### src/common/wswan_video_config.svh
`ifndef WSWAN_VIDEO_CONFIG_SVH
`define WSWAN_VIDEO_CONFIG_SVH

// frame store geometry, 224 x 144 pixels
`define WSV_FRAME_PIXELS 32256
`define WSV_LAST_PIXEL 32255
`define WSV_PIX_ADDR_W 15

// 36.864 MHz divided down to one pixel slot
`define WSV_CLK_PER_PIX 6

// raster size, counters run 0..last
`define WSV_LINE_LAST 400
`define WSV_FRAME_LAST_LINE 257

// horizontal blanking window in pixel columns
`define WSV_HBL_END 31
`define WSV_HBL_START 255

// vertical blanking window in lines
`define WSV_VBL_END_LINE 66
`define WSV_VBL_START_LINE 210

// sync pulses
`define WSV_HS_START 320
`define WSV_HS_END 352
`define WSV_VS_START_LINE 1
`define WSV_VS_END_LINE 4

// select held shorter than this counts as a tap (about 0.2 s)
`define WSV_FF_TAP_CYCLES 6400000

// divide by three as multiply then shift
`define WSV_BLEND3_MUL 21845
`define WSV_BLEND3_SHIFT 14

`endif
### src/common/wswan_video_pkg.sv
package wswan_video_pkg;

  // one stored RGB444 pixel
  // the frame store keeps the raw word, the blender reads channels
  typedef union packed {
    logic [11:0] raw;
    struct packed {
      // red sits in the top nibble
      logic [3:0] r;
      logic [3:0] g;
      logic [3:0] b;
    } ch;
  } pixel_word_u;

  // selects one of the three frame memories, value 3 unused
  typedef logic [1:0] buf_idx_t;

endpackage

### src/video/video_timing.sv
`timescale 1ns/1ps
`include "wswan_video_config.svh"

module video_timing
  import wswan_video_pkg::*;
(
  input  logic                       clk_sys_36_864,
  input  logic                       reset,
  input  buf_idx_t                   ready_buf,
  output logic [`WSV_PIX_ADDR_W-1:0] rd_addr,
  output buf_idx_t                   read_buf,
  output buf_idx_t                   last_buf,
  output logic                       pix_load,
  output logic                       pixel_ce,
  output logic                       hsync,
  output logic                       vsync,
  output logic                       hblank,
  output logic                       vblank
);

  // clock divider phase, 0..5
  logic [2:0] div;
  // raster position
  logic [8:0] x;
  logic [8:0] y;

  // slot start, output color is loaded here
  assign pix_load = (div == 3'd0);

  always_ff @(posedge clk_sys_36_864) begin
    if (reset) begin
      div      <= 3'd0;
      pixel_ce <= 1'b0;
    end else begin
      if (div == 3'(`WSV_CLK_PER_PIX - 1)) begin
        div <= 3'd0;
      end else begin
        div <= div + 3'd1;
      end
      // pixel enable trails the color load by one clock
      pixel_ce <= pix_load;
    end
  end

  // sync and blank edges, decided from the current x/y at slot start
  always_ff @(posedge clk_sys_36_864) begin
    if (reset) begin
      hsync  <= 1'b0;
      vsync  <= 1'b0;
      hblank <= 1'b1;
      vblank <= 1'b1;
    end else if (pix_load) begin
      if (x == `WSV_HBL_END) hblank <= 1'b0;
      if (x == `WSV_HBL_START) hblank <= 1'b1;
      if (y == `WSV_VBL_END_LINE) vblank <= 1'b0;
      // later assignment wins, keeps blank up past the active lines
      if (y >= `WSV_VBL_START_LINE) vblank <= 1'b1;
      if (x == `WSV_HS_START) begin
        hsync <= 1'b1;
        // vsync edges line up with hsync start
        if (y == `WSV_VS_START_LINE) vsync <= 1'b1;
        if (y == `WSV_VS_END_LINE) vsync <= 1'b0;
      end
      if (x == `WSV_HS_END) hsync <= 1'b0;
    end
  end

  // raster counters, read address and displayed buffer swap
  always_ff @(posedge clk_sys_36_864) begin
    if (reset) begin
      x        <= 9'd0;
      y        <= 9'd0;
      rd_addr  <= '0;
      read_buf <= 2'd0;
      last_buf <= 2'd0;
    end else if (pixel_ce) begin
      // address restarts each frame, steps only over visible pixels
      if (vblank) begin
        rd_addr <= '0;
      end else if (!hblank) begin
        rd_addr <= rd_addr + 1'b1;
      end
      if (x >= `WSV_LINE_LAST) begin
        x <= 9'd0;
        if (y >= `WSV_FRAME_LAST_LINE) begin
          y <= 9'd0;
          // newest finished frame becomes visible, old one kept for blending
          read_buf <= ready_buf;
          last_buf <= read_buf;
        end else begin
          y <= y + 9'd1;
        end
      end else begin
        x <= x + 9'd1;
      end
    end
  end

endmodule

### config.mk
export PLATFORM = sky130hd
export DESIGN_NAME = video_timing
export DESIGN_NICKNAME = d
export VERILOG_FILES = /design/src/common/wswan_video_pkg.sv /design/src/video/video_timing.sv
export VERILOG_INCLUDE_DIRS = /design/src /design/src/common
export SDC_FILE = /design/constraint.sdc
export NUM_CORES = 1
export LEC_CHECK = 0
export BUFFER_PORTS_ARGS = -buffer_cell sky130_fd_sc_hd__buf_2
export CAP_MARGIN = 20
export CORE_MARGIN = 5
export CORE_UTILIZATION = 55
export DETAILED_ROUTE_END_ITERATION = 12
export GPL_TIMING_DRIVEN = 0
export PLACE_DENSITY_LB_ADDON = 0.15
export SLEW_MARGIN = 20
export SYNTH_ARGS = -nofsm -noshare
export SYNTH_HDL_FRONTEND = slang
export SYNTH_SLANG_ARGS = --single-unit
### constraint.sdc
create_clock -name clk_sys_36_864 -period 3.1 [get_ports clk_sys_36_864]
set_input_delay 0.155 -clock clk_sys_36_864 [delete_from_list [all_inputs] [get_ports clk_sys_36_864]]
set_output_delay 0.155 -clock clk_sys_36_864 [all_outputs]
set_load 0.03 [all_outputs]
**After elaboration in Yosys (flattened, before gate mapping)**

Cells that the tools add are included.

- Equality and inequality tests: 9
- $lt $le $gt $ge: 3
- Add/sub/neg operators: 4
- Muxes and demuxes: 12
- Reductions and logical operators: 13

Operator list:

| kind | count |
|---|---|
| 15-bit 2-to-1 mux | 2 |
| 9-bit by 1-bit adder with 9-bit output, second input constant | 2 |
| 9-bit equality test, second input constant | 2 |
| 9-bit >= comparator, second input constant | 2 |
| 9-bit 2-to-1 mux | 2 |
| 15-bit by 1-bit adder with 15-bit output, second input constant | 1 |
| 2-bit AND reduction | 5 |
| 9-bit by 1-bit equality test with 1-bit output, second input constant | 1 |
| 9-bit by 3-bit equality test with 1-bit output, second input constant | 1 |
| 9-bit by 5-bit equality test with 1-bit output, second input constant | 1 |
| 9-bit by 7-bit equality test with 1-bit output, second input constant | 1 |
| 9-bit by 8-bit equality test with 1-bit output, second input constant | 1 |
| 9-bit by 8-bit >= comparator with 1-bit output, second input constant | 1 |
| 1-bit 2-to-1 mux | 8 |
| 2-bit nonzero test | 4 |
| 3-bit AND reduction | 2 |
| 3-bit by 1-bit adder with 3-bit output, second input constant | 1 |
| 3-bit equality test, second input constant | 1 |
| 3-bit logical NOT | 1 |
| 2-bit by 1-bit != test with 1-bit output, second input constant | 1 |
| 2-bit OR reduction | 1 |

- Logic and storage cells: 52
- Bits of input ports: 4
- Flip-flop bits (word level): 45
- Output and inout bits: 25

**Depth between registers and ports, before layout**

- Word-level depth: 3
- Gate-level depth with buffers: 7

**Worst setup path after synthesis**

Ideal clock, no wire load.

- Path type: register -> register
- Start point: reg vblank
- End point: reg rd_addr[14]
- Stages on the path, launching flop included: 6
- Required time: 3029 ps
- Path buffers: 1
- Arrival time: 1866 ps
- Path slack: 1163 ps
- Cell sequence: dfxtp_1 -> nor2b_1 -> clkbuf_1 -> or3_1 -> or4_1 -> a21oi_1

- Word-level cells in the longest chain between the ends: 2

Ends and longest elaborated chain:

| item | line | source |
|---|---|---|
| from (decl) | video_timing.sv:18 | `output logic vblank` |
| from (signal assigned) | video_timing.sv:51 | `vblank <= 1'b1;` |
| from (signal assigned) | video_timing.sv:55 | `` if (y == `WSV_VBL_END_LINE) vblank <= 1'b0; `` |
| from (signal assigned) | video_timing.sv:57 | `` if (y >= `WSV_VBL_START_LINE) vblank <= 1'b1; `` |
| 2-bit by 1-bit != test with 1-bit output (no source line) | - |  |
| 2-bit AND reduction (no source line) | - |  |
| to (signal assigned) | video_timing.sv:81 | `rd_addr <= rd_addr + 1'b1;` |
| to (decl) | video_timing.sv:10 | `` output logic [`WSV_PIX_ADDR_W-1:0] rd_addr, `` |

Parallel ways exist; a longest one is shown, timed or not.
A chain may end at the register's enable or synchronous reset.

**Worst setup path after layout**

- Start point: reg y[4]
- End point: reg y[2]

- Word-level cells in the longest chain between the ends: 2

Ends and longest elaborated chain:

| item | line | source |
|---|---|---|
| from (decl) | video_timing.sv:25 | `logic [8:0] y;` |
| from (signal assigned) | video_timing.sv:91 | `y <= y + 9'd1;` |
| 9-bit >= comparator (no source line) | - |  |
| 9-bit 2-to-1 mux | video_timing.sv:85 | `` if (y >= `WSV_FRAME_LAST_LINE) begin `` |

No other way between the ends.

==> reports/results.txt <==
status: complete, no violations
Pleak: 0.973 nW
post-route setup slack: 1.07 ns
Synth Instances: 261
CTS buffer count: 5
Seq/Total Area, Yosys: 40.1%
EDFF count, synth: 0
final instance area: 2530 µm²
Async S/R FF share, synth: 0%
wirelength, routed: 4640 µm
Max-cap violations: 0
peak supply drop: 0.290 mV
Die Ht: 73.9 µm
Routed Antenna Nets: 0
RSZ-0062 raised after global routing: no
Compound-Gate Fraction of Synth Area: 10.6%
crit start category: flop
Switching Fraction: 23.3%
1st-pass router iterations: 4
Mapped Area: 2250 µm²
Detailed Place HPWL: 3420 µm
Hold Crit Depth: 3
pwr dens: 406 nW/µm²
Starting Density: 56.6%
H-tree levels: 2
Netlist cell types: 43
Hold Vio Cnt, Final: 0
crit path max fanout: 9
synth warn: 0
Root Driver: clkbuf_8
Die ar.: 5460 µm²
I/O Buffers: 27
Syn Area/Cell: 8.61 µm²
Antenna Cells: 0
crit path time final: 2.03 ns
via count: 1949
fraction of layout cells with a size suffix above 1: 13.6%
CTS tree: yes
Hold-fix buffers, CTS: 0
CTS sink count: 45
top cells by area, synth: dfxtp_1, ha_1, nor2_1
post_cts resized: 0
Top FF cell, synth: dfxtp_1
Sequential Power Share: 58.0%
P_int: 0.789 mW
core area: 3970 µm²
Worst setup EP type: flop
min-delay worst type: in -> reg
Non-Filler Instances: 345
vias in the first global route: 1696
Net Sw Power: 0.239 mW
latest clock arrival within the worst-skew pair: 0.29 ns
drt drc: 0
syn nets: 276
#FFs+latches synth: 45
Final Skew: 0.00528 ns
Yosys top cell area share: 40.1%
Die Wd: 73.9 µm
final worst path period share: 65.3%
Worst EP arrival: 2.26 ns
area grow syn2layout: 12.6%
WL per Instance: 13.5 µm
first-pass GRT wire length: 7730 µm
largest net degree at the start of global routing: 13
Post-Synth Simple-Gate Area: 28.8%
row cnt: 23
Fmax achieved: 0.494 GHz
Post-synth top cells: dfxtp_1, nor2_1, nand2_1
# setup viols final: 0
CTS clk-pin slew, worst paths: 0.08 ns
GR Overflow Total: 0
via/cell ratio: 5.65
multiplexer share of the synthesized area: 2.67%
Comb power frac: 7.2%
Overall Global Routing Usage: 17.9%
Crit Path Class: reg -> reg
dpl cells: 338
R2R depth: 6
Final Core Density: 63.7%
Max Slew Vio Count: 0
Clock Path Buffers: 2
clock power share: 34.9%
Final Wtd Congestion: 0.833
setup TNS: 0 ns
top-count cell post-synth: dfxtp_1
number of I/O pins: 29
post-synth top area cell: dfxtp_1
initial antenna violation count: 0
cell area after placement: 2440 µm²
Post-Synth Adder-Cell Area: 6.12%
worst rel slew slack: 54.4%
post-CTS setup buffer count: 0
Worst-Margin Slew: 0.678 ns
Final nets: 310
XOR/XNOR Fraction of Synth Area: 7.41%
worst path required time: 3.33 ns
main combinational cell family by area after synthesis: simple AND/OR/NAND/NOR gates
worst slack, placed: 1.10 ns
DR iter-0 viols: 120
## layout by cell type, fill, tap and decap left out, drive strengths merged, types with 2 or more instances in the layout
master,n
a211oi,2
a21oi,15
a31oi,3
and2,3
and3,4
and4,3
buf,30
clkbuf,15
dfxtp,45
ha,11
inv,11
mux2i,6
nand2,15
nand2b,8
nand3,13
nand4,8
nor2,33
nor3,11
nor4,6
nor4b,3
o21ai,6
o31ai,3
or3,5
or4,4
xnor2,14
xor2,5
## worst max-delay path: stages, from the launching register on
cell	delay [ns]
dfxtp_1	0.31
buf_6	0.13
or4_4	0.54
or4b_4	0.51
a31o_1	0.23
buf_6	0.14
nor2_1	0.11
## path summary, 6_finish.rpt
check	endpoint	from	slack (ns)
hold / removal	read_buf[1]$_SDFFE_PP0P_	ready_buf[1]	0.12
hold reg to reg	last_buf[1]$_SDFFE_PP0P_	last_buf[1]$_SDFFE_PP0P_	0.48
setup / recovery	y[2]$_SDFFE_PP0P_	y[4]$_SDFFE_PP0P_	1.07
setup reg to reg	y[2]$_SDFFE_PP0P_	y[4]$_SDFFE_PP0P_	1.07
## state kept, by name (all words and copies together) (netlist names)
signal,flops
rd_addr,15
x,9
y,9
div,3
last_buf,2
read_buf,2
hblank,1
hsync,1
pixel_ce,1
vblank,1
vsync,1
## stage by stage
| stage | total power, mW | hold slack [ns] |
|---|---|---|
| final | 1.03 | 0.120 |
| after detailed placement | 0.683 | 0.434 |
| after global placement | 0.681 | 0.427 |
| after CTS | 1.04 | 0.117 |
| after floorplan | 0.662 | 0.311 |
| after global routing | 1.08 | 0.154 |
## routing by layer
layer	share of wire [%]	track usage [%]	vias to the layer above
met5	0	0	-
met4	1.1	5.23	0
met3	5.0	5.20	7
met2	45	26.2	41
met1	49	25.4	910
li1	-	-	991
## power groups by stage
stage          clock (mW)  sequential [mW]  combinational (mW)
2_1_floorplan           0            0.610              0.0523
3_3_place_gp            0            0.609              0.0716
3_5_place_dp            0            0.610              0.0735
4_1_cts             0.372            0.596              0.0741
5_1_grt             0.395            0.598              0.0846
6_report            0.358            0.596              0.0736
## logic make-up after synthesis
group,Yosys count
adder cells (fa/ha/maj),11
flip-flops,45
buffers and inverters,22
AO/OA/AOI/OAI,37
multiplexers,6
XOR/XNOR,19
AND/OR/NAND/NOR,121
## layout make-up
class,count,area [µm²]
Fill cell,361,1440
Sequential cell,45,901
Tap cell,50,62.6
Clock buffer,7,86.3
Multi-Input combinational cell,194,1250
Inverter,11,41.3
Timing Repair Buffer,27,135
Buffer,11,56.3
Power figures use the tool's default switching activity.
