<file path="src/common/wswan_video_config.svh">
`ifndef WSWAN_VIDEO_CONFIG_SVH
`define WSWAN_VIDEO_CONFIG_SVH

// frame store geometry, 224 x 144 pixels
`define WSV_FRAME_PIXELS 32256
`define WSV_LAST_PIXEL 32255
`define WSV_PIX_ADDR_W 15

// 36.864 MHz divided down to one pixel slot
`define WSV_CLK_PER_PIX 6

// raster size, counters run 0..last
`define WSV_LINE_LAST 400
`define WSV_FRAME_LAST_LINE 257

// horizontal blanking window in pixel columns
`define WSV_HBL_END 31
`define WSV_HBL_START 255

// vertical blanking window in lines
`define WSV_VBL_END_LINE 66
`define WSV_VBL_START_LINE 210

// sync pulses
`define WSV_HS_START 320
`define WSV_HS_END 352
`define WSV_VS_START_LINE 1
`define WSV_VS_END_LINE 4

// select held shorter than this counts as a tap (about 0.2 s)
`define WSV_FF_TAP_CYCLES 6400000

// divide by three as multiply then shift
`define WSV_BLEND3_MUL 21845
`define WSV_BLEND3_SHIFT 14

`endif
</file>
<file path="src/hdl/fast_forward_gate.sv">
`timescale 1ns/1ps
`include "wswan_video_config.svh"

module fast_forward_gate (
  input  logic        clk_sys_36_864,
  input  logic        reset,
  input  logic        button_select,
  input  logic        use_fastforward_sound,
  input  logic [15:0] core_audio_l,
  input  logic [15:0] core_audio_r,
  output logic        fast_forward,
  output logic [15:0] audio_l,
  output logic [15:0] audio_r
);

  logic        last_sel;
  logic        ff_latch;
  // set by a tap that latched, so the following tap releases
  logic        ff_was_held;
  // hold time, saturates at the tap limit
  logic [22:0] ff_count;

  always_ff @(posedge clk_sys_36_864) begin
    if (reset) begin
      last_sel     <= 1'b0;
      ff_latch     <= 1'b0;
      ff_was_held  <= 1'b0;
      ff_count     <= 23'd0;
      fast_forward <= 1'b0;
    end else begin
      last_sel <= button_select;
      if (button_select && (ff_count < 23'(`WSV_FF_TAP_CYCLES))) begin
        ff_count <= ff_count + 23'd1;
      end
      // press edge starts a new measurement
      if (button_select && !last_sel) begin
        ff_latch <= 1'b0;
        ff_count <= 23'd0;
      end
      // release edge, short press toggles the latch on
      if (last_sel && !button_select) begin
        ff_was_held <= 1'b0;
        if ((ff_count < 23'(`WSV_FF_TAP_CYCLES)) && !ff_was_held) begin
          ff_was_held <= 1'b1;
          ff_latch    <= 1'b1;
        end
      end
      fast_forward <= button_select | ff_latch;
    end
  end

  // mute during fast-forward unless sound is allowed
  assign audio_l = (fast_forward && !use_fastforward_sound) ? 16'd0 : core_audio_l;
  assign audio_r = (fast_forward && !use_fastforward_sound) ? 16'd0 : core_audio_r;

endmodule

</file>
<file path="config.mk">
export PLATFORM = sky130hd
export DESIGN_NAME = fast_forward_gate
export DESIGN_NICKNAME = d
export VERILOG_FILES = /design/src/hdl/fast_forward_gate.sv
export VERILOG_INCLUDE_DIRS = /design/src /design/src/common
export SDC_FILE = /design/constraint.sdc
export NUM_CORES = 1
export LEC_CHECK = 0
export CORE_ASPECT_RATIO = 1.5
export CORE_MARGIN = 2
export CORE_UTILIZATION = 60
export DETAILED_ROUTE_END_ITERATION = 8
export DONT_BUFFER_PORTS = 1
export HOLD_SLACK_MARGIN = 0.03
export PLACE_DENSITY_LB_ADDON = 0.15
export REMOVE_ABC_BUFFERS = 1
export SETUP_SLACK_MARGIN = 0.5
export SLEW_MARGIN = 20
export SYNTH_ARGS = -nofsm -noshare
export SYNTH_HDL_FRONTEND = slang
export SYNTH_SLANG_ARGS = --single-unit
</file>
<file path="constraint.sdc">
create_clock -name clk_sys_36_864 -period 3.5 [get_ports clk_sys_36_864]
set_input_delay 0.175 -clock clk_sys_36_864 [delete_from_list [all_inputs] [get_ports clk_sys_36_864]]
set_output_delay 0.175 -clock clk_sys_36_864 [all_outputs]
set_load 0.005 [all_outputs]
</file>
# Yosys cells after proc, flatten, opt, wreduce, memory -nomap -nowiden
# Cells that the tools add are included.
# Widths: inputs -> output; s select.
totals:
  register_bits: 27
  wordCells: 24
op_classes:
  n_addsub: 1
  n_lt_le_gt_ge: 1
  n_mux: 6
  n_bitwise: 1
  reduce_logical: 10
op_table:
  columns: ["op", "count"]
  rows:
  - ["$mux 16", 2]
  - ["$add 23x1->23 const B", 1]
  - ["$lt 23x23->1 const B", 1]
  - ["$logic_and 1x1->1", 5]
  - ["$logic_not 1->1", 4]
  - ["$mux 1", 4]
  - ["$reduce_or 2->1", 1]
  - ["$or 1x1->1", 1]

# Logic depth before layout (Yosys ltp)
# Gate-level depths: netlist (run 1).
logic_depth:
  depth_word: 5
  ltp_mapped: 6
  depth_no_buf: 6

# Least setup slack after synthesis (run 1)
# No wires, ideal clock.
synth_path:
  path_type: "reg2reg"
  start: "register ff_count[0]"
  end: "register ff_count[16]"
  setup_ps: 116
  t_arrival_ps: 1645
  slack_ps: 1739
  stages_incl_launch_ff: 7
  path_buffers: 0
  synth_period_minus_slack_ps: 1761
  cell_sequence: "dfxtp_1 -> ha_1 -> nand3_2 -> or3_4 -> nor4b_4 -> a31oi_1 -> a41o_1"
synth_via:
  elab_chain_len: 2
  elab_cells_between_ends: 3
  cone_classes: "1 x add/sub; 1 x order compare; 1 x reduce/logical"
synth_lines:
  columns: ["element", "line_no", "text"]
  rows:
  - ["from (decl)", "fast_forward_gate.sv:21", "logic [22:0] ff_count;"]
  - ["from (signal assigned)", "fast_forward_gate.sv:33", "ff_count <= ff_count + 23'd1;"]
  - ["$lt 23x23->1", "fast_forward_gate.sv:32", "if (button_select && (ff_count < 23'(`WSV_FF_TAP_CYCLES))) begin"]
  - ["$logic_and 1x1->1", "fast_forward_gate.sv:32", null]
# Several ways; a longest one is shown, not always the timed one.
# A chain may end at the register's enable or synchronous reset.

# Worst setup path after layout (run 1)
# Same ends and word-level chain as after synthesis.

==> results of run 1 <==
-- through the flow --
stage / worst slack [ps] / area, um2 / util (%) / std cells / total power [W]
after floorplan: 1738 / 1498 / - / 179 / 0.0003585
after global placement: 1638 / 1528 / 62.36 / 203 / 0.0003653
after detailed placement: 1604 / 1528 / 62.36 / 203 / 0.0003666
after CTS: 1584 / 1578 / 64.40 / 209 / 0.0005066
after global routing: 1466 / 1580 / 64.50 / 210 / 0.0005251
final: 1570 / 1583 / 64.61 / 211 / 0.0005018
-- power breakdown --
part | internal, W | switching [W]
Sequential | 0.000311 | 0.00000253
Clock | 0.0000440 | 0.0000959
Combinational | 0.0000195 | 0.0000288
Total | 0.000375 | 0.000127
-- tightest hold or removal path: stages --
cell	delay [ps]
nand2b_1	60
nand2_1	70
a21oi_1	50
-- sequential cells by signal, indices dropped and copies added, names as in the netlist --
signal,count
last_sel,1
ff_count,23
ff_was_held,1
fast_forward,1
ff_latch,1
-- layout make-up --
type	instances	area (um2)
inverter	3	11.26
tap	24	30.03
multi-input combinational	149	945.9
clock inverter	1	7.507
antenna	2	5.005
fill	217	867.1
clock buffer	3	22.52
timing repair buffer	2	20.02
sequential	27	540.5
-- cell usage in the layout, fill, tap and decap left out, types with 2 or more instances in the layout --
cell,synthesis,routed
nor2b_1,2,2
clkbuf_4,0,3
and2_1,32,32
nor4_1,7,7
nand2b_1,5,5
nand2_1,14,14
nor2_1,26,26
xnor2_1,14,14
a31o_2,3,3
a31oi_1,3,3
nand4_1,5,5
dlygate4sd3_1,0,2
a41o_1,2,2
o21ai_0,3,3
nand3_1,4,4
or3_1,2,2
diode_2,0,2
a21oi_1,7,7
and4_1,3,3
dfxtp_1,27,27
nor3_2,2,2
nor3_1,2,2
inv_1,3,3
-- layer usage --
metal / track usage [%] / vias to the layer above / part of all wire [%]
met5: 0 / - / 0
met4: 10.29 / 0 / 2.2
met3: 6.831 / 7 / 7.9
met2: 41.79 / 65 / 52
met1: 25.26 / 604 / 37
li1: - / 641 / -
-- logic make-up (layout without fill, tap and decap cells) --
logic type               count (synthesis)  in the layout  synth area share, %
XOR/XNOR                                14             14                8.007
AO/OA/AOI/OAI                           21             21                9.151
flip-flops                              27             27                35.29
other                                    0              2                    0
buffers and inverters                   11              9                2.940
adder cells (fa/ha/maj)                  1              1               0.8169
multiplexers                             1              1               0.6536
AND/OR/NAND/NOR                        112            112                43.14
-- repair_timing --
action                    in CTS  in global routing
buffers inserted               0                  0
hold endpoints to repair       4                  0
hold buffers                   2                  0
-- final timing paths --
kind                            startpoint                        end  slack, ps  depth (start not counted)
setup / recovery  ff_count[0]$_SDFFE_PP0P_  ff_count[16]$_SDFFE_PP0P_       1570                          6
hold / removal               button_select        ff_latch$_SDFF_PP0_         50                          3
setup reg to reg  ff_count[0]$_SDFFE_PP0P_  ff_count[16]$_SDFFE_PP0P_       1570                          6
hold reg to reg        ff_latch$_SDFF_PP0_        ff_latch$_SDFF_PP0_        460                          2
==> flow_summary.json, run 1 <==
{
  "status": "completed",
  "ys.flop_type": "dfxtp_1",
  "start_util_pct": 62.51,
  "maxSlewHeadroom_pct": 45.25,
  "ys_ff_latch": 27,
  "pin_count": 69,
  "cp_data_arrival_time_ps": 2180,
  "clock-root-buffer": "clkbuf_4",
  "wl_per_cell_um": 15.45,
  "grtUsageTotal_pct": 23.78,
  "num_rows": 22,
  "yosysWarningCount": 0,
  "power.leakage_nw": 0.5157,
  "critPathBufInv": 0,
  "fin_tns_setup_ps": 0,
  "setup_violations": 0,
  "cts_buffer_depth": 2,
  "routabilityCongestion": 0.8113,
  "synthArstFlopShare_pct": 0,
  "dp_hpwl_um": 2543,
  "via_per_inst": 6.242,
  "first_pass_iters": 4,
  "max_stage_delay_ps": 420,
  "min_path_type": "input pin to flip-flop",
  "path_class": "flip-flop to flip-flop",
  "synth_top_area_share_pct": 35.29,
  "fmax_ghz": 0.5181,
  "area_growth_pct": 3.350,
  "port_buffers": 0,
  "synth-edff-count": 0,
  "skew_ps": 2.979,
  "drv_slew": 0,
  "antenna_found_initial": 2,
  "cts_made_buffers": 3,
  "die_h_um": 65.88,
  "crit_family": "simple AND/OR/NAND/NOR gates",
  "hold_violations": 0,
  "synth_commonest_cells": "32 x and2_1, 27 x dfxtp_1, 26 x nor2_1, 14 x nand2_1, 14 x xnor2_1",
  "die_area_um2": 2981,
  "synth_top_area_cell": "dfxtp_1",
  "totalWireLength_um": 3260,
  "cts_resized": 0,
  "mappedNetlistArea_um2": 1531,
  "grt_max_degree": 33,
  "yosysUniqueCellTypes": 37,
  "crit_path_start_kind": "flip-flop",
  "clkTransAtPathRegs_ps": 140,
  "htree_levels": 1,
  "path_max_fanout": 5,
  "grt_pass1_vias": 1175,
  "max-vdd-ir-drop_v": 0.0002344,
  "crit_chain": "ha_1 -> nand3_2 -> or3_4 -> nor4b_4 -> a31oi_1 -> a41o_1",
  "cap_violations": 0,
  "yosys-top-cells-area": "dfxtp_1 35%, and2_1 13%, xnor2_1 8.0%, nor2_1 6.4%, nand2_1 3.4%",
  "clkSinkCount": 27,
  "worst_setup_path_end_kind": "flip-flop",
  "layout.nets": 223,
  "layout-drive-gt1-share_pct": 8.649,
  "drc": 0,
  "power.density_nw_per_um2": 317.0,
  "core-area_um2": 2450,
  "drtAntennaViolNets": 0,
  "drt_iter0_markers": 37,
  "grt-ovfl-total": 0,
  "vias": 1317,
  "yosys.cell_count.top_type": "and2_1",
  "required_ps": 3750,
  "cts_tree": "built",
  "holdWs_ps": 50.48,
  "fin_crit_ps": 1930,
  "worst_pin_slew_ps": 821.3,
  "rsz0062_at_grt": "no",
  "post-route-period-util_pct": 55.14,
  "syn_area_per_cell_um2": 8.190,
  "die_x_um": 45.25,
  "netlist_instances": 187,
  "cpMaxStageDelayCell": "dfxtp_1",
  "clkLatencyLatePin_ps": 340,
  "grt_pass1_wl_um": 5181,
  "synth-seq-area-share_pct": 35.29
}
(Power assumes the default switching activity.)
==> run 2: changes to the inputs <==
==> constraint.sdc (replaced) <==
create_clock -name clk_sys_36_864 -period 1.9 [get_ports clk_sys_36_864]
set_input_delay 0.095 -clock clk_sys_36_864 [delete_from_list [all_inputs] [get_ports clk_sys_36_864]]
set_output_delay 0.095 -clock clk_sys_36_864 [all_outputs]
set_load 0.005 [all_outputs]
==> flow_summary.json, run 2 (same netlist as run 1, synthesis figures left out) <==
{
  "grt-ovfl-total": 0,
  "fin_crit_ps": 1917,
  "clkSinkCount": 27,
  "hold_violations": 0,
  "place_ws_ps": 29.50,
  "grtUsageTotal_pct": 37.53,
  "status": "complete, but fails checks",
  "layout.nets": 265,
  "max_stage_delay_ps": 410,
  "top_register": "ff_count",
  "grt_max_degree": 33,
  "drt_iter0_markers": 199,
  "min_path_type": "input pin to flip-flop",
  "via_per_inst": 7.591,
  "routabilityCongestion": 0.8370,
  "cts_made_buffers": 3,
  "worst_pin_slew_ps": 522.1,
  "power.density_nw_per_um2": 422.2,
  "fin_tns_setup_ps": -27.60,
  "area_growth_pct": 51.55,
  "final_cell_mix": "32 x and2_1, 29 x buf_4, 24 x nor2_1",
  "total_power_w": 0.0009798,
  "drtAntennaViolNets": 0,
  "grt_pass1_vias": 1583,
  "clkTransAtPathRegs_ps": 150,
  "skew_ps": 1.450,
  "drv_slew": 0,
  "totalWireLength_um": 7332,
  "path_class": "flip-flop to flip-flop",
  "power.leakage_nw": 0.7899,
  "required_ps": 2150,
  "die_h_um": 65.88,
  "die_x_um": 45.25,
  "pin_count": 69,
  "post-route-period-util_pct": 100.9,
  "cts_tree": "built",
  "worst_setup_path_end_kind": "flip-flop",
  "violations": "setup timing",
  "drc": 0,
  "grt_pass1_wl_um": 7928,
  "post-route-util_pct": 94.74,
  "cap_violations": 0,
  "antenna_found_initial": 2,
  "htree_levels": 1,
  "crit_path_start_kind": "flip-flop",
  "layout-drive-gt1-share_pct": 47.14,
  "num_rows": 22,
  "core-area_um2": 2450,
  "wl_per_cell_um": 29.10,
  "crit_chain": "nor4_4 -> o21ai_4 -> nor4b_4 -> buf_4 -> a21o_1 -> a21oi_2",
  "fmax_ghz": 0.5218,
  "clock-root-buffer": "clkbuf_4",
  "max-vdd-ir-drop_v": 0.0006099,
  "cpMaxStageDelayCell": "nor4_4",
  "start_util_pct": 62.51,
  "final_common_cell": "and2_1",
  "setup_ws_ps": -16.60,
  "path_max_fanout": 7,
  "port_buffers": 0,
  "setup_violations": 2,
  "first_pass_iters": 6,
  "vias": 1913,
  "clkLatencyLatePin_ps": 340,
  "cp_data_arrival_time_ps": 2170,
  "dp_hpwl_um": 2714,
  "maxSlewHeadroom_pct": 65.13,
  "cts_buffer_depth": 2,
  "largest_reg_flops": 23,
  "rsz0062_at_grt": "yes",
  "die_area_um2": 2981
}
## run 2: changes by cell type in the layout (fill, tap and decap cells not counted), sizes merged
cell         previous run  this run
buf                     0        40
a21oi                   8         9
clkinv                  0         1
clkinvlp                1         0
diode                   2         1
dlygate4sd3             2         3
## run 2: worst max-delay path, delay by kind of cell (launching register included)
family | cells | cell delay, ps
AO/OA/AOI/OAI | 3 | 460
buffers and inverters | 1 | 210
flip-flops | 1 | 400
AND/OR/NAND/NOR | 2 | 760
## run 2: layer usage
layer | routed length [um] | up-vias | GRT usage, % | share of wire [%]
met3 | 933 | 105 | 8.470 | 13
met5 | 0 | - | 0 | 0
met4 | 927 | 0 | 18.01 | 13
met1 | 2184 | 848 | 38.80 | 30
met2 | 3286 | 235 | 67.68 | 45
li1 | - | 725 | - | -
## run 2: worst paths after layout
path	from	endpoint	slack, ps	cells after the start
min	reset	ff_count[13]$_SDFFE_PP0P_	50	3
max	ff_count[20]$_SDFFE_PP0P_	ff_count[18]$_SDFFE_PP0P_	-20	6
min reg2reg	ff_was_held$_SDFFE_PP0P_	ff_was_held$_SDFFE_PP0P_	510	2
max reg2reg	ff_count[20]$_SDFFE_PP0P_	ff_count[18]$_SDFFE_PP0P_	-20	6
## run 2: cell type report
| type | instances | area, um2 |
|---|---|---|
| multi-input combinational | 150 | 1279 |
| sequential | 27 | 573.1 |
| timing repair buffer | 43 | 397.9 |
| fill | 73 | 128.9 |
| tap | 24 | 30.03 |
| clock buffer | 3 | 22.52 |
| inverter | 3 | 11.26 |
| clock inverter | 1 | 5.005 |
| antenna | 1 | 2.502 |
## run 2: per-stage QoR
stage	hold slack [ps]	cells	cell area (um2)
finish	48.58	252	2321
global route	63.39	252	2321
CTS	48.01	240	2102
detailed placement	169.3	213	1603
global placement	165.5	213	1603
floorplan	164.1	179	1498
## run 2: repair_timing
item                                    CTS  global route
endpoints found under the setup margin   57            57
hold buffers                              3             0
pin swaps                                36            21
gates cloned                              1             0
endpoints found under the hold margin     4             0
resized for setup                        63            23
setup buffers                            19            11
## run 2: where the power goes
group          internal (W)  switching, W  total (W)
clock network     0.0000795      0.000188   0.000267
registers          0.000567    0.00000625   0.000574
logic             0.0000598     0.0000791   0.000139
total              0.000707      0.000273   0.000980
