<file path="config.mk">
export PLATFORM = sky130hd
export DESIGN_NAME = flicker_blend
export DESIGN_NICKNAME = d
export VERILOG_FILES = /design/src/common/wswan_video_pkg.sv /design/src/video/flicker_blend.sv
export VERILOG_INCLUDE_DIRS = /design/src /design/src/common
export SDC_FILE = /design/constraint.sdc
export NUM_CORES = 1
export LEC_CHECK = 0
export BUFFER_PORTS_ARGS = -buffer_cell sky130_fd_sc_hd__buf_2
export CAP_MARGIN = 0
export CORE_MARGIN = 2
export CORE_UTILIZATION = 55
export CTS_CLUSTER_SIZE = 40
export DETAILED_ROUTE_END_ITERATION = 8
export GPL_TIMING_DRIVEN = 0
export PLACE_DENSITY = 0.76
export RECOVER_POWER = 50
export SYNTH_ARGS = -nofsm -noshare
export SYNTH_HDL_FRONTEND = slang
export SYNTH_SLANG_ARGS = --single-unit
</file>
<file path="constraint.sdc">
create_clock -name clk_sys_36_864 -period 5.85 [get_ports clk_sys_36_864]
set_clock_uncertainty 0.05 [all_clocks]
set_input_delay 0.2925 -clock clk_sys_36_864 [delete_from_list [all_inputs] [get_ports clk_sys_36_864]]
set_output_delay 0.2925 -clock clk_sys_36_864 [all_outputs]
set_load 0.005 [all_outputs]
</file>
<file path="src/common/wswan_video_config.svh">
`ifndef WSWAN_VIDEO_CONFIG_SVH
`define WSWAN_VIDEO_CONFIG_SVH

// frame store geometry, 224 x 144 pixels
`define WSV_FRAME_PIXELS 32256
`define WSV_LAST_PIXEL 32255
`define WSV_PIX_ADDR_W 15

// 36.864 MHz divided down to one pixel slot
`define WSV_CLK_PER_PIX 6

// raster size, counters run 0..last
`define WSV_LINE_LAST 400
`define WSV_FRAME_LAST_LINE 257

// horizontal blanking window in pixel columns
`define WSV_HBL_END 31
`define WSV_HBL_START 255

// vertical blanking window in lines
`define WSV_VBL_END_LINE 66
`define WSV_VBL_START_LINE 210

// sync pulses
`define WSV_HS_START 320
`define WSV_HS_END 352
`define WSV_VS_START_LINE 1
`define WSV_VS_END_LINE 4

// select held shorter than this counts as a tap (about 0.2 s)
`define WSV_FF_TAP_CYCLES 6400000

// divide by three as multiply then shift
`define WSV_BLEND3_MUL 21845
`define WSV_BLEND3_SHIFT 14

`endif
</file>
<file path="src/common/wswan_video_pkg.sv">
package wswan_video_pkg;

  // one stored RGB444 pixel
  // the frame store keeps the raw word, the blender reads channels
  typedef union packed {
    logic [11:0] raw;
    struct packed {
      // red sits in the top nibble
      logic [3:0] r;
      logic [3:0] g;
      logic [3:0] b;
    } ch;
  } pixel_word_u;

  // selects one of the three frame memories, value 3 unused
  typedef logic [1:0] buf_idx_t;

endpackage

</file>
<file path="src/video/flicker_blend.sv">
`timescale 1ns/1ps
`include "wswan_video_config.svh"

module flicker_blend
  import wswan_video_pkg::*;
(
  input  logic        clk_sys_36_864,
  input  logic        reset,
  input  logic        pix_load,
  input  logic [1:0]  blend_mode,
  input  buf_idx_t    read_buf,
  input  buf_idx_t    last_buf,
  input  pixel_word_u buf_word0,
  input  pixel_word_u buf_word1,
  input  pixel_word_u buf_word2,
  output logic [7:0]  video_r,
  output logic [7:0]  video_g,
  output logic [7:0]  video_b
);

  pixel_word_u cur_word;
  pixel_word_u prev_word;

  // nibble repeated fills the full 8-bit range
  function automatic logic [7:0] expand1(input logic [3:0] a);
    return {a, a};
  endfunction

  // two frame average, the 5-bit sum is already twice the nibble
  function automatic logic [7:0] expand2(input logic [3:0] a, input logic [3:0] b);
    logic [4:0] sum5;
    sum5 = 5'(a) + 5'(b);
    return {sum5, sum5[4:2]};
  endfunction

  // three frame average, scaled sum then divided by three
  function automatic logic [7:0] expand3(input logic [3:0] a, input logic [3:0] b,
                                         input logic [3:0] c);
    logic [5:0]  sum6;
    logic [7:0]  sum8;
    logic [23:0] prod;
    sum6 = 6'(a) + 6'(b) + 6'(c);
    sum8 = {sum6, sum6[5:4]};
    prod = 24'(sum8) * 24'(`WSV_BLEND3_MUL);
    return 8'(prod >> `WSV_BLEND3_SHIFT);
  endfunction

  // displayed frame and the one before it
  always_comb begin
    case (read_buf)
      2'd0:    cur_word = buf_word0;
      2'd1:    cur_word = buf_word1;
      default: cur_word = buf_word2;
    endcase
    case (last_buf)
      2'd0:    prev_word = buf_word0;
      2'd1:    prev_word = buf_word1;
      default: prev_word = buf_word2;
    endcase
  end

  always_ff @(posedge clk_sys_36_864) begin
    if (reset) begin
      video_r <= 8'd0;
      video_g <= 8'd0;
      video_b <= 8'd0;
    end else if (pix_load) begin
      case (blend_mode)
        2'd0: begin
          video_r <= expand1(cur_word.ch.r);
          video_g <= expand1(cur_word.ch.g);
          video_b <= expand1(cur_word.ch.b);
        end
        2'd1: begin
          video_r <= expand2(cur_word.ch.r, prev_word.ch.r);
          video_g <= expand2(cur_word.ch.g, prev_word.ch.g);
          video_b <= expand2(cur_word.ch.b, prev_word.ch.b);
        end
        default: begin
          // all three memories, order does not matter for the sum
          video_r <= expand3(buf_word0.ch.r, buf_word1.ch.r, buf_word2.ch.r);
          video_g <= expand3(buf_word0.ch.g, buf_word1.ch.g, buf_word2.ch.g);
          video_b <= expand3(buf_word0.ch.b, buf_word1.ch.b, buf_word2.ch.b);
        end
      endcase
    end
  end

endmodule

</file>
Yosys cells after proc, flatten, opt, wreduce, memory -nomap -nowiden
Cells that the tools add are included.
{"block": "totals", "mem_count": 0, "mem_bits_rw": 0, "wordCells": 26, "mem_bits_ro": 0, "out_inout_bits": 24, "ff_bits": 24, "latch_bits": 0}
{"block": "classes", "add_sub_neg": 9, "n_lt_le_gt_ge": 0, "n_shift": 0, "n_eq_ne": 3, "multipliers": 3, "div": 0, "mux": 5, "reduce_logical": 3, "n_bitwise": 0}
{"operator": "$mul 8x15->22 const B", "n": 3}
{"operator": "$pmux 12 s2", "n": 2}
{"operator": "$pmux 8 s2", "n": 3}
{"operator": "$add 4x4->5", "n": 6}
{"operator": "$add 5x4->6", "n": 3}
{"operator": "$eq 2x1->1 const B", "n": 3}
{"operator": "$logic_not 2->1", "n": 3}

Logic depth before layout (Yosys ltp)
Gate-level depths: netlist (run 1).
{"block": "logic_depth", "ltp_word": 4, "mapped_depth": 22, "mapped_depth_nobuf": 22}

Worst setup path after synthesis (run 1)
OpenSTA, ideal clock, no wires.
{"block": "synth_path", "path_type": "input port to flip-flop", "start": "input port buf_word0[5] in the netlist's numbering", "end": "register video_g[4]", "t_arrival_ns": 5.142, "setup_time_ns": 0.103, "cell_stages": 19, "path_slack_ns": 0.555, "cell_sequence": "fa_1 ha_1 fa_1 a21o_1 nand2_1 inv_1 ha_1 inv_1 fa_1 fa_1 inv_1 fa_1 ha_1 nand3_1 or2_1 o31ai_2 nand4_1 mux2_1 a2111oi_2"}
{"block": "synth_via", "elab_chain_cells": 4, "word_cells_on_any_way": 7}
{"item": "start: declaration", "line_no": "flicker_blend.sv:13", "source": "input pixel_word_u buf_word0,"}
{"item": "$add 4x4->5", "line_no": "flicker_blend.sv:42", "source": "sum6 = 6'(a) + 6'(b) + 6'(c);"}
{"item": "$add 5x4->6", "line_no": "flicker_blend.sv:42"}
{"item": "$mul 8x15->22", "line_no": "flicker_blend.sv:44", "source": "prod = 24'(sum8) * 24'(`WSV_BLEND3_MUL);"}
{"item": "$pmux 8 s2 (*)", "line_no": "flicker_blend.sv:68", "source": "case (blend_mode)"}
{"item": "end signal: assignment", "line_no": "flicker_blend.sv:71", "source": "video_g <= expand1(cur_word.ch.g);"}
{"item": "end signal: assignment", "line_no": "flicker_blend.sv:76", "source": "video_g <= expand2(cur_word.ch.g, prev_word.ch.g);"}
{"item": "end signal: assignment", "line_no": "flicker_blend.sv:82", "source": "video_g <= expand3(buf_word0.ch.g, buf_word1.ch.g, buf_word2.ch.g);"}
{"item": "end: declaration", "line_no": "flicker_blend.sv:17", "source": "output logic [7:0] video_g,"}
Every way passes the cells marked *; elsewhere a longest branch is shown, timed or not.
A chain may end at the register's enable or synchronous reset.

Final worst setup path (run 1)
{"block": "layout_path", "start": "input port buf_word0[1] in the netlist's numbering", "end": "register video_b[7]"}
{"block": "layout_via", "elab_chain_cells": 4, "word_cells_on_any_way": 7}
{"item": "$add 4x4->5", "line_no": "flicker_blend.sv:42"}
{"item": "$add 5x4->6", "line_no": "flicker_blend.sv:42"}
{"item": "$mul 8x15->22", "line_no": "flicker_blend.sv:44"}
{"item": "$pmux 8 s2 (*)", "line_no": "flicker_blend.sv:68"}
{"item": "end signal: assignment", "line_no": "flicker_blend.sv:72", "source": "video_b <= expand1(cur_word.ch.b);"}
{"item": "end signal: assignment", "line_no": "flicker_blend.sv:77", "source": "video_b <= expand2(cur_word.ch.b, prev_word.ch.b);"}
{"item": "end signal: assignment", "line_no": "flicker_blend.sv:83", "source": "video_b <= expand3(buf_word0.ch.b, buf_word1.ch.b, buf_word2.ch.b);"}
{"item": "end: declaration", "line_no": "flicker_blend.sv:18", "source": "output logic [7:0] video_b"}
Marked as above.

==> metrics.csv, run 1 <==
metric,value,unit
status,finished clean,
syn_inst,703,
yosys_warnings,0,
cts-hold-fix-buffers,0,
dp_hpwl,13.6,mm
worstPathMaxFanout,10,
cap_violations,0,
hold_viol_final,0,
crit_path_cell_trace,buf_2 > fa_1 > ha_1 > fa_1 > a21oi_1 > nor2b_1 > ha_1 > inv_1 > fa_1 > fa_1 > xnor2_1 > ha_1 > a21o_1 > ha_1 > buf_2 > a21o_1 > a2111oi_1 > nor3_1 > a211o_1 > o22a_1 > xnor2_1 > o21a_1,
clockBufferDepth,2,
drcViolationCount,0,
synth.top_cell.area_share,0.258,
clock_sinks,24,
ys_seq_area_frac,0.0806,
insertion_delay,0.27,ns
antenna_found_initial,0,
crit_type,in -> reg,
postCtsSetupRepairBufs,0,
r2r_slack,4.55,ns
ys_ff_latch,24,
grtUsageTotal,0.279,
final.min_clock_period,5.57,ns
dr.pass1.iters,7,
die_w,108,microns
crit_slowest_cell,fa_1,
start_util,0.557,
synth_nets,913,
tightestPinTransition,0.866,ns
fin_nets,985,
fin_tns_setup,0,ns
cpPeakStageDelay,0.55,ns
cp.arrival,5.70,ns
ioPinCount,69,
root_buffer,clkbuf_8,
grt_overflow,0,
avgSynthCellArea,8.48,sq um
gp_congestion,0.906,
fp.dieH,108,microns
synth_cell_types,64,
setup_viol,0,
diodes,0,
hold_class,reg -> reg,
cts_resized,0,
drv_slew,0,
grt_pass1_wl,26.4,mm
vias_per_cell,6.19,
vias,5659,
cp.buffers_inverters,3,
rows,38,
fmax,180,MHz
synthTopCellsByArea,"ha_1, fa_1, dfxtp_1, mux2i_1, inv_1",
postRouteAntennaNets,0,
drive_above_1_share,0.103,
synth-edff-count,0,
rsz0062_at_grt,no,
yosys.area.top_type,ha_1,
syn2layout_area_growth,9.32,%
cts_tree,yes,
grt_max_degree,14,
critPathRequiredTime,5.98,ns
synth_area,0.00596,sq mm
coreArea,0.0107,sq mm
crit_family,adder cells,
cts_made_buffers,3,
routedWlPerCell,17.5,microns
htreeDepth,1,
ys_async_sr_fraction,0,
die-area,0.0117,sq mm
startpoint_type,primary input,
clkTransAtPathRegs,0.09,ns
ys.flop_type,dfxtp_1,
wl,16.0,mm
slew_headroom,0.423,
period_share,0.952,
crit_path_end_kind,flip-flop,
numPortBuffers,67,
drt_iter0_drc,385,
grt_pass1_vias,5781,
-- per-stage QoR --
| stage | hold WS [ns] | setup WS (ns) | utilization | instances | area, sq um |
|---|---|---|---|---|---|
| after floorplan | 0.419 | 0.555 | - | 703 | 5960 |
| after global placement | 0.407 | 0.131 | 0.605 | 910 | 6470 |
| after detailed placement | 0.418 | -0.0253 | 0.605 | 910 | 6470 |
| after CTS | 0.418 | 0.261 | 0.610 | 914 | 6530 |
| after global routing | 0.470 | 0.00355 | 0.609 | 914 | 6520 |
| final | 0.425 | 0.282 | 0.609 | 914 | 6520 |
-- cell usage after synthesis, types with 7 or more instances --
cell / n
o21a_1: 8
o21ai_1: 13
nor3_1: 11
dfxtp_1: 24
a21o_1: 27
xor2_1: 12
inv_1: 60
nand2b_1: 7
a21oi_1: 35
nand3_1: 10
mux2i_1: 30
fa_1: 42
xnor2_1: 20
a211o_1: 10
a31oi_1: 14
nor2_1: 43
a211oi_1: 8
clkbuf_1: 17
nand2_1: 54
ha_1: 123
o21ai_0: 44
-- layer usage --
metal,share of wire,routed length [microns],GRT usage
met2,0.48,7720,0.491
met3,0.077,1230,0.0452
met5,0,0,0
met4,0.028,455,0.0852
met1,0.41,6610,0.350
-- cell families (layout without fill, tap and decap cells) --
logic type,count (synthesis),in the layout,synth area share
xor gates and xnor gates,33,33,0.0516
DFF,24,24,0.0806
buffers and inverters,84,155,0.0533
and+or+nand+nor,161,161,0.128
AOI/OAI and AO/OA,200,200,0.225
adders and majority gates,165,165,0.399
muxes,36,36,0.0617
-- final timing paths --
path,startpoint,to,cells after the start
worst max-delay path,buf_word0[1],video_b[7],22
worst max register to register,video_r[5],video_r[5],3
worst min register to register,video_r[2],video_r[2],2
worst min-delay path,video_r[2],video_r[2],2
-- worst reg2reg max path, cell delays in order, from the launching register on --
cell,delay (ns)
dfxtp_1,0.35
o21ai_0,0.30
nor4bb_1,0.10
or3_1,0.38
-- sequential cells by signal, indices dropped and copies added (netlist names) --
signal,count
video_g,8
video_r,8
video_b,8
-- layout make-up --
| cell class | count | area, sq um |
|---|---|---|
| multi-input combinational | 595 | 5160 |
| fill | 995 | 4180 |
| sequential | 24 | 480 |
| timing repair buffer | 67 | 325 |
| inverter | 63 | 236 |
| tap | 140 | 175 |
| buffer | 21 | 81.3 |
| clock buffer | 4 | 55.1 |
-- cell usage in the layout (no fill, tap or decap), types with 3 or more instances in the layout --
cell       synthesis  routed
nor4_1             3       3
xnor2_1           20      20
and2_1             4       4
ha_1             123     123
clkbuf_8           0       4
nand2b_1           7       7
nand4_1            6       6
o21ai_0           44      44
and3_1             3       3
o22ai_1            6       6
a31oi_1           14      14
clkbuf_1          17      25
mux2i_1           30      30
mux2_1             4       4
a2111oi_2          4       4
or3_1              6       6
o21ai_1           13      13
nor2b_1            3       3
o21a_1             8       8
nor3_1            11      11
o2111ai_1          3       3
buf_2              2      61
fa_1              42      42
inv_1             60      60
nand2_1           54      54
dfxtp_1           24      24
o211ai_1           5       5
a21o_1            27      27
nand3_1           10      10
inv_2              3       3
nor2_1            43      43
a211o_1           10      10
a21oi_1           35      35
a211oi_1           8       8
xor2_1            12      12
Power of run 1 is not shown: default switching activity piles up to over one toggle a cycle in this logic, so the estimate is an artifact.
==> inputs of run 2 (changes only) <==
==> constraint.sdc (replaced) <==
create_clock -name clk_sys_36_864 -period 5.85 [get_ports clk_sys_36_864]
set_clock_uncertainty 0.05 [all_clocks]
set_input_delay 0.8775 -clock clk_sys_36_864 [delete_from_list [all_inputs] [get_ports clk_sys_36_864]]
set_output_delay 0.8775 -clock clk_sys_36_864 [all_outputs]
set_load 0.005 [all_outputs]
==> run 2 against run 1 <==
Net effect: register-to-register slack got worse by 0.07 ns; count of clock-buffer cells in the layout unchanged; first-iteration DRC count fell by 20%; cell count grew 2.3%; maximum frequency decreased by 4.2%; final area grew 8.7%; routed wire length is 6.6% higher; via count grew 0.80%; core utilization grew 5.3 points; sequential cell count did not move; sequential share of layout area is 0.59 points lower; die area stayed put; critical path type unchanged; critical endpoint is now video_g[4].
==> metrics.csv, run 2 (synthesis results as in run 1) <==
metric,value,unit
min-delay-start,video_r[2],
htreeDepth,1,
wl,17.1,mm
period_share,0.993,
grt_util_met2,0.504,
use_met3,0.0482,
slew_headroom,0.372,
multi_input_area,0.00555,sq mm
final.min_clock_period,5.81,ns
ff_latch_area,480,sq um
cap_violations,0,
cts_made_buffers,3,
root_buffer,clkbuf_8,
numPortBuffers,67,
hold_viol_final,0,
start_util,0.557,
rsz0062_at_grt,yes,
vias,5704,
diodes,0,
final_cell_mix,"ha_1, inv_1, buf_2, nand2_1, o21ai_0",
final_cells,935,
drt_iter0_drc,307,
postRouteAntennaNets,0,
fin_nets,1006,
grt-busiest-layer,met2,
reg.largest.list,"video_b (8), video_g (8), video_r (8)",
clock_sinks,24,
cp.arrival,5.93,ns
hold_class,reg -> reg,
gp_congestion,0.943,
fin_tns_setup,0,ns
die_w,108,microns
grtUsageTotal,0.285,
ioPinCount,69,
dp_hpwl,13.6,mm
vias_per_cell,6.10,
final_common_cell,ha_1,
worstPathMaxFanout,3,
grt_max_degree,14,
stdcell_area,0.00709,sq mm
status,finished clean,
fp.dieH,108,microns
critPathRequiredTime,5.97,ns
crit_type,in -> reg,
use_met1,0.366,
grt_pass1_vias,5714,
drv_slew,0,
tightestPinTransition,0.942,ns
die-area,0.0117,sq mm
clockBufferDepth,2,
insertion_delay,0.28,ns
setup_viol,0,
grt_pass1_wl,26.9,mm
routedWlPerCell,18.3,microns
rr_startpoint,video_r[5],
antenna_found_initial,0,
placed_area,0.00648,sq mm
drcViolationCount,0,
dr.pass1.iters,5,
drive_above_1_share,0.196,
syn2layout_area_growth,18.8,%
startpoint_type,primary input,
cts_tree,yes,
grt_overflow,0,
coreArea,0.0107,sq mm
crit_path_end_kind,flip-flop,
rows,38,
crit_start,buf_word2[5],
n_fill_cell,884,
fmax,172,MHz
dp.cells,910,
clkTransAtPathRegs,0.08,ns
[run 2: layout make-up]
| class | count | area share |
|---|---|---|
| multi-input cells | 595 | 0.783 |
| repair buffers | 91 | 0.0735 |
| flip-flops and latches | 24 | 0.0678 |
| inverters | 63 | 0.0337 |
| well taps | 140 | 0.0247 |
| plain buffers | 18 | 0.00971 |
| clock buffers | 4 | 0.00777 |
[run 2: stage by stage]
| step | utilization | setup WS [ns] | hold slack [ns] |
|---|---|---|---|
| 2_1_floorplan | - | 0.000151 | 0.419 |
| 3_3_place_gp | 0.605 | -0.444 | 0.410 |
| 3_5_place_dp | 0.605 | -0.615 | 0.420 |
| 4_1_cts | 0.631 | 0.00880 | 0.435 |
| 5_1_grt | 0.662 | -0.0850 | 0.464 |
| 6_report | 0.662 | 0.0383 | 0.429 |
[run 2: worst paths after layout]
path | to | slack (ns) | depth (start not counted)
worst max register to register | video_r[5] | 4.48 | 3
worst min-delay path | video_r[2] | 0.43 | 2
worst max-delay path | video_g[4] | 0.04 | 20
worst min register to register | video_r[2] | 0.43 | 2
[run 2: what timing repair did]
action                     4_1_cts  5_1_grt
hold endpoints to repair         0        0
setup endpoints to repair       14       13
resized for setup               30       42
setup buffers                    6       18
hold buffers                     0        0
pin swaps                       15       29
[run 2: layer usage]
layer  wire, microns  share of wire
met1            7090           0.42
met2            8500           0.50
met3            1110          0.065
met4             363          0.021
met5               0              0
[run 2: critical path, cell delays in order]
cell and delay [ns]:
buf_2 0.13, fa_1 0.44, ha_2 0.20, fa_2 0.40
a21o_1 0.20, nand2_2 0.09, inv_4 0.05, ha_4 0.17
inv_2 0.05, fa_2 0.45, fa_1 0.60, inv_2 0.06
fa_1 0.50, ha_4 0.31, nand3_4 0.07, or2_4 0.28
o31ai_4 0.26, nand4_1 0.15, mux2_4 0.33, a2111oi_4 0.29
Power of run 2 is left out for the same reason.
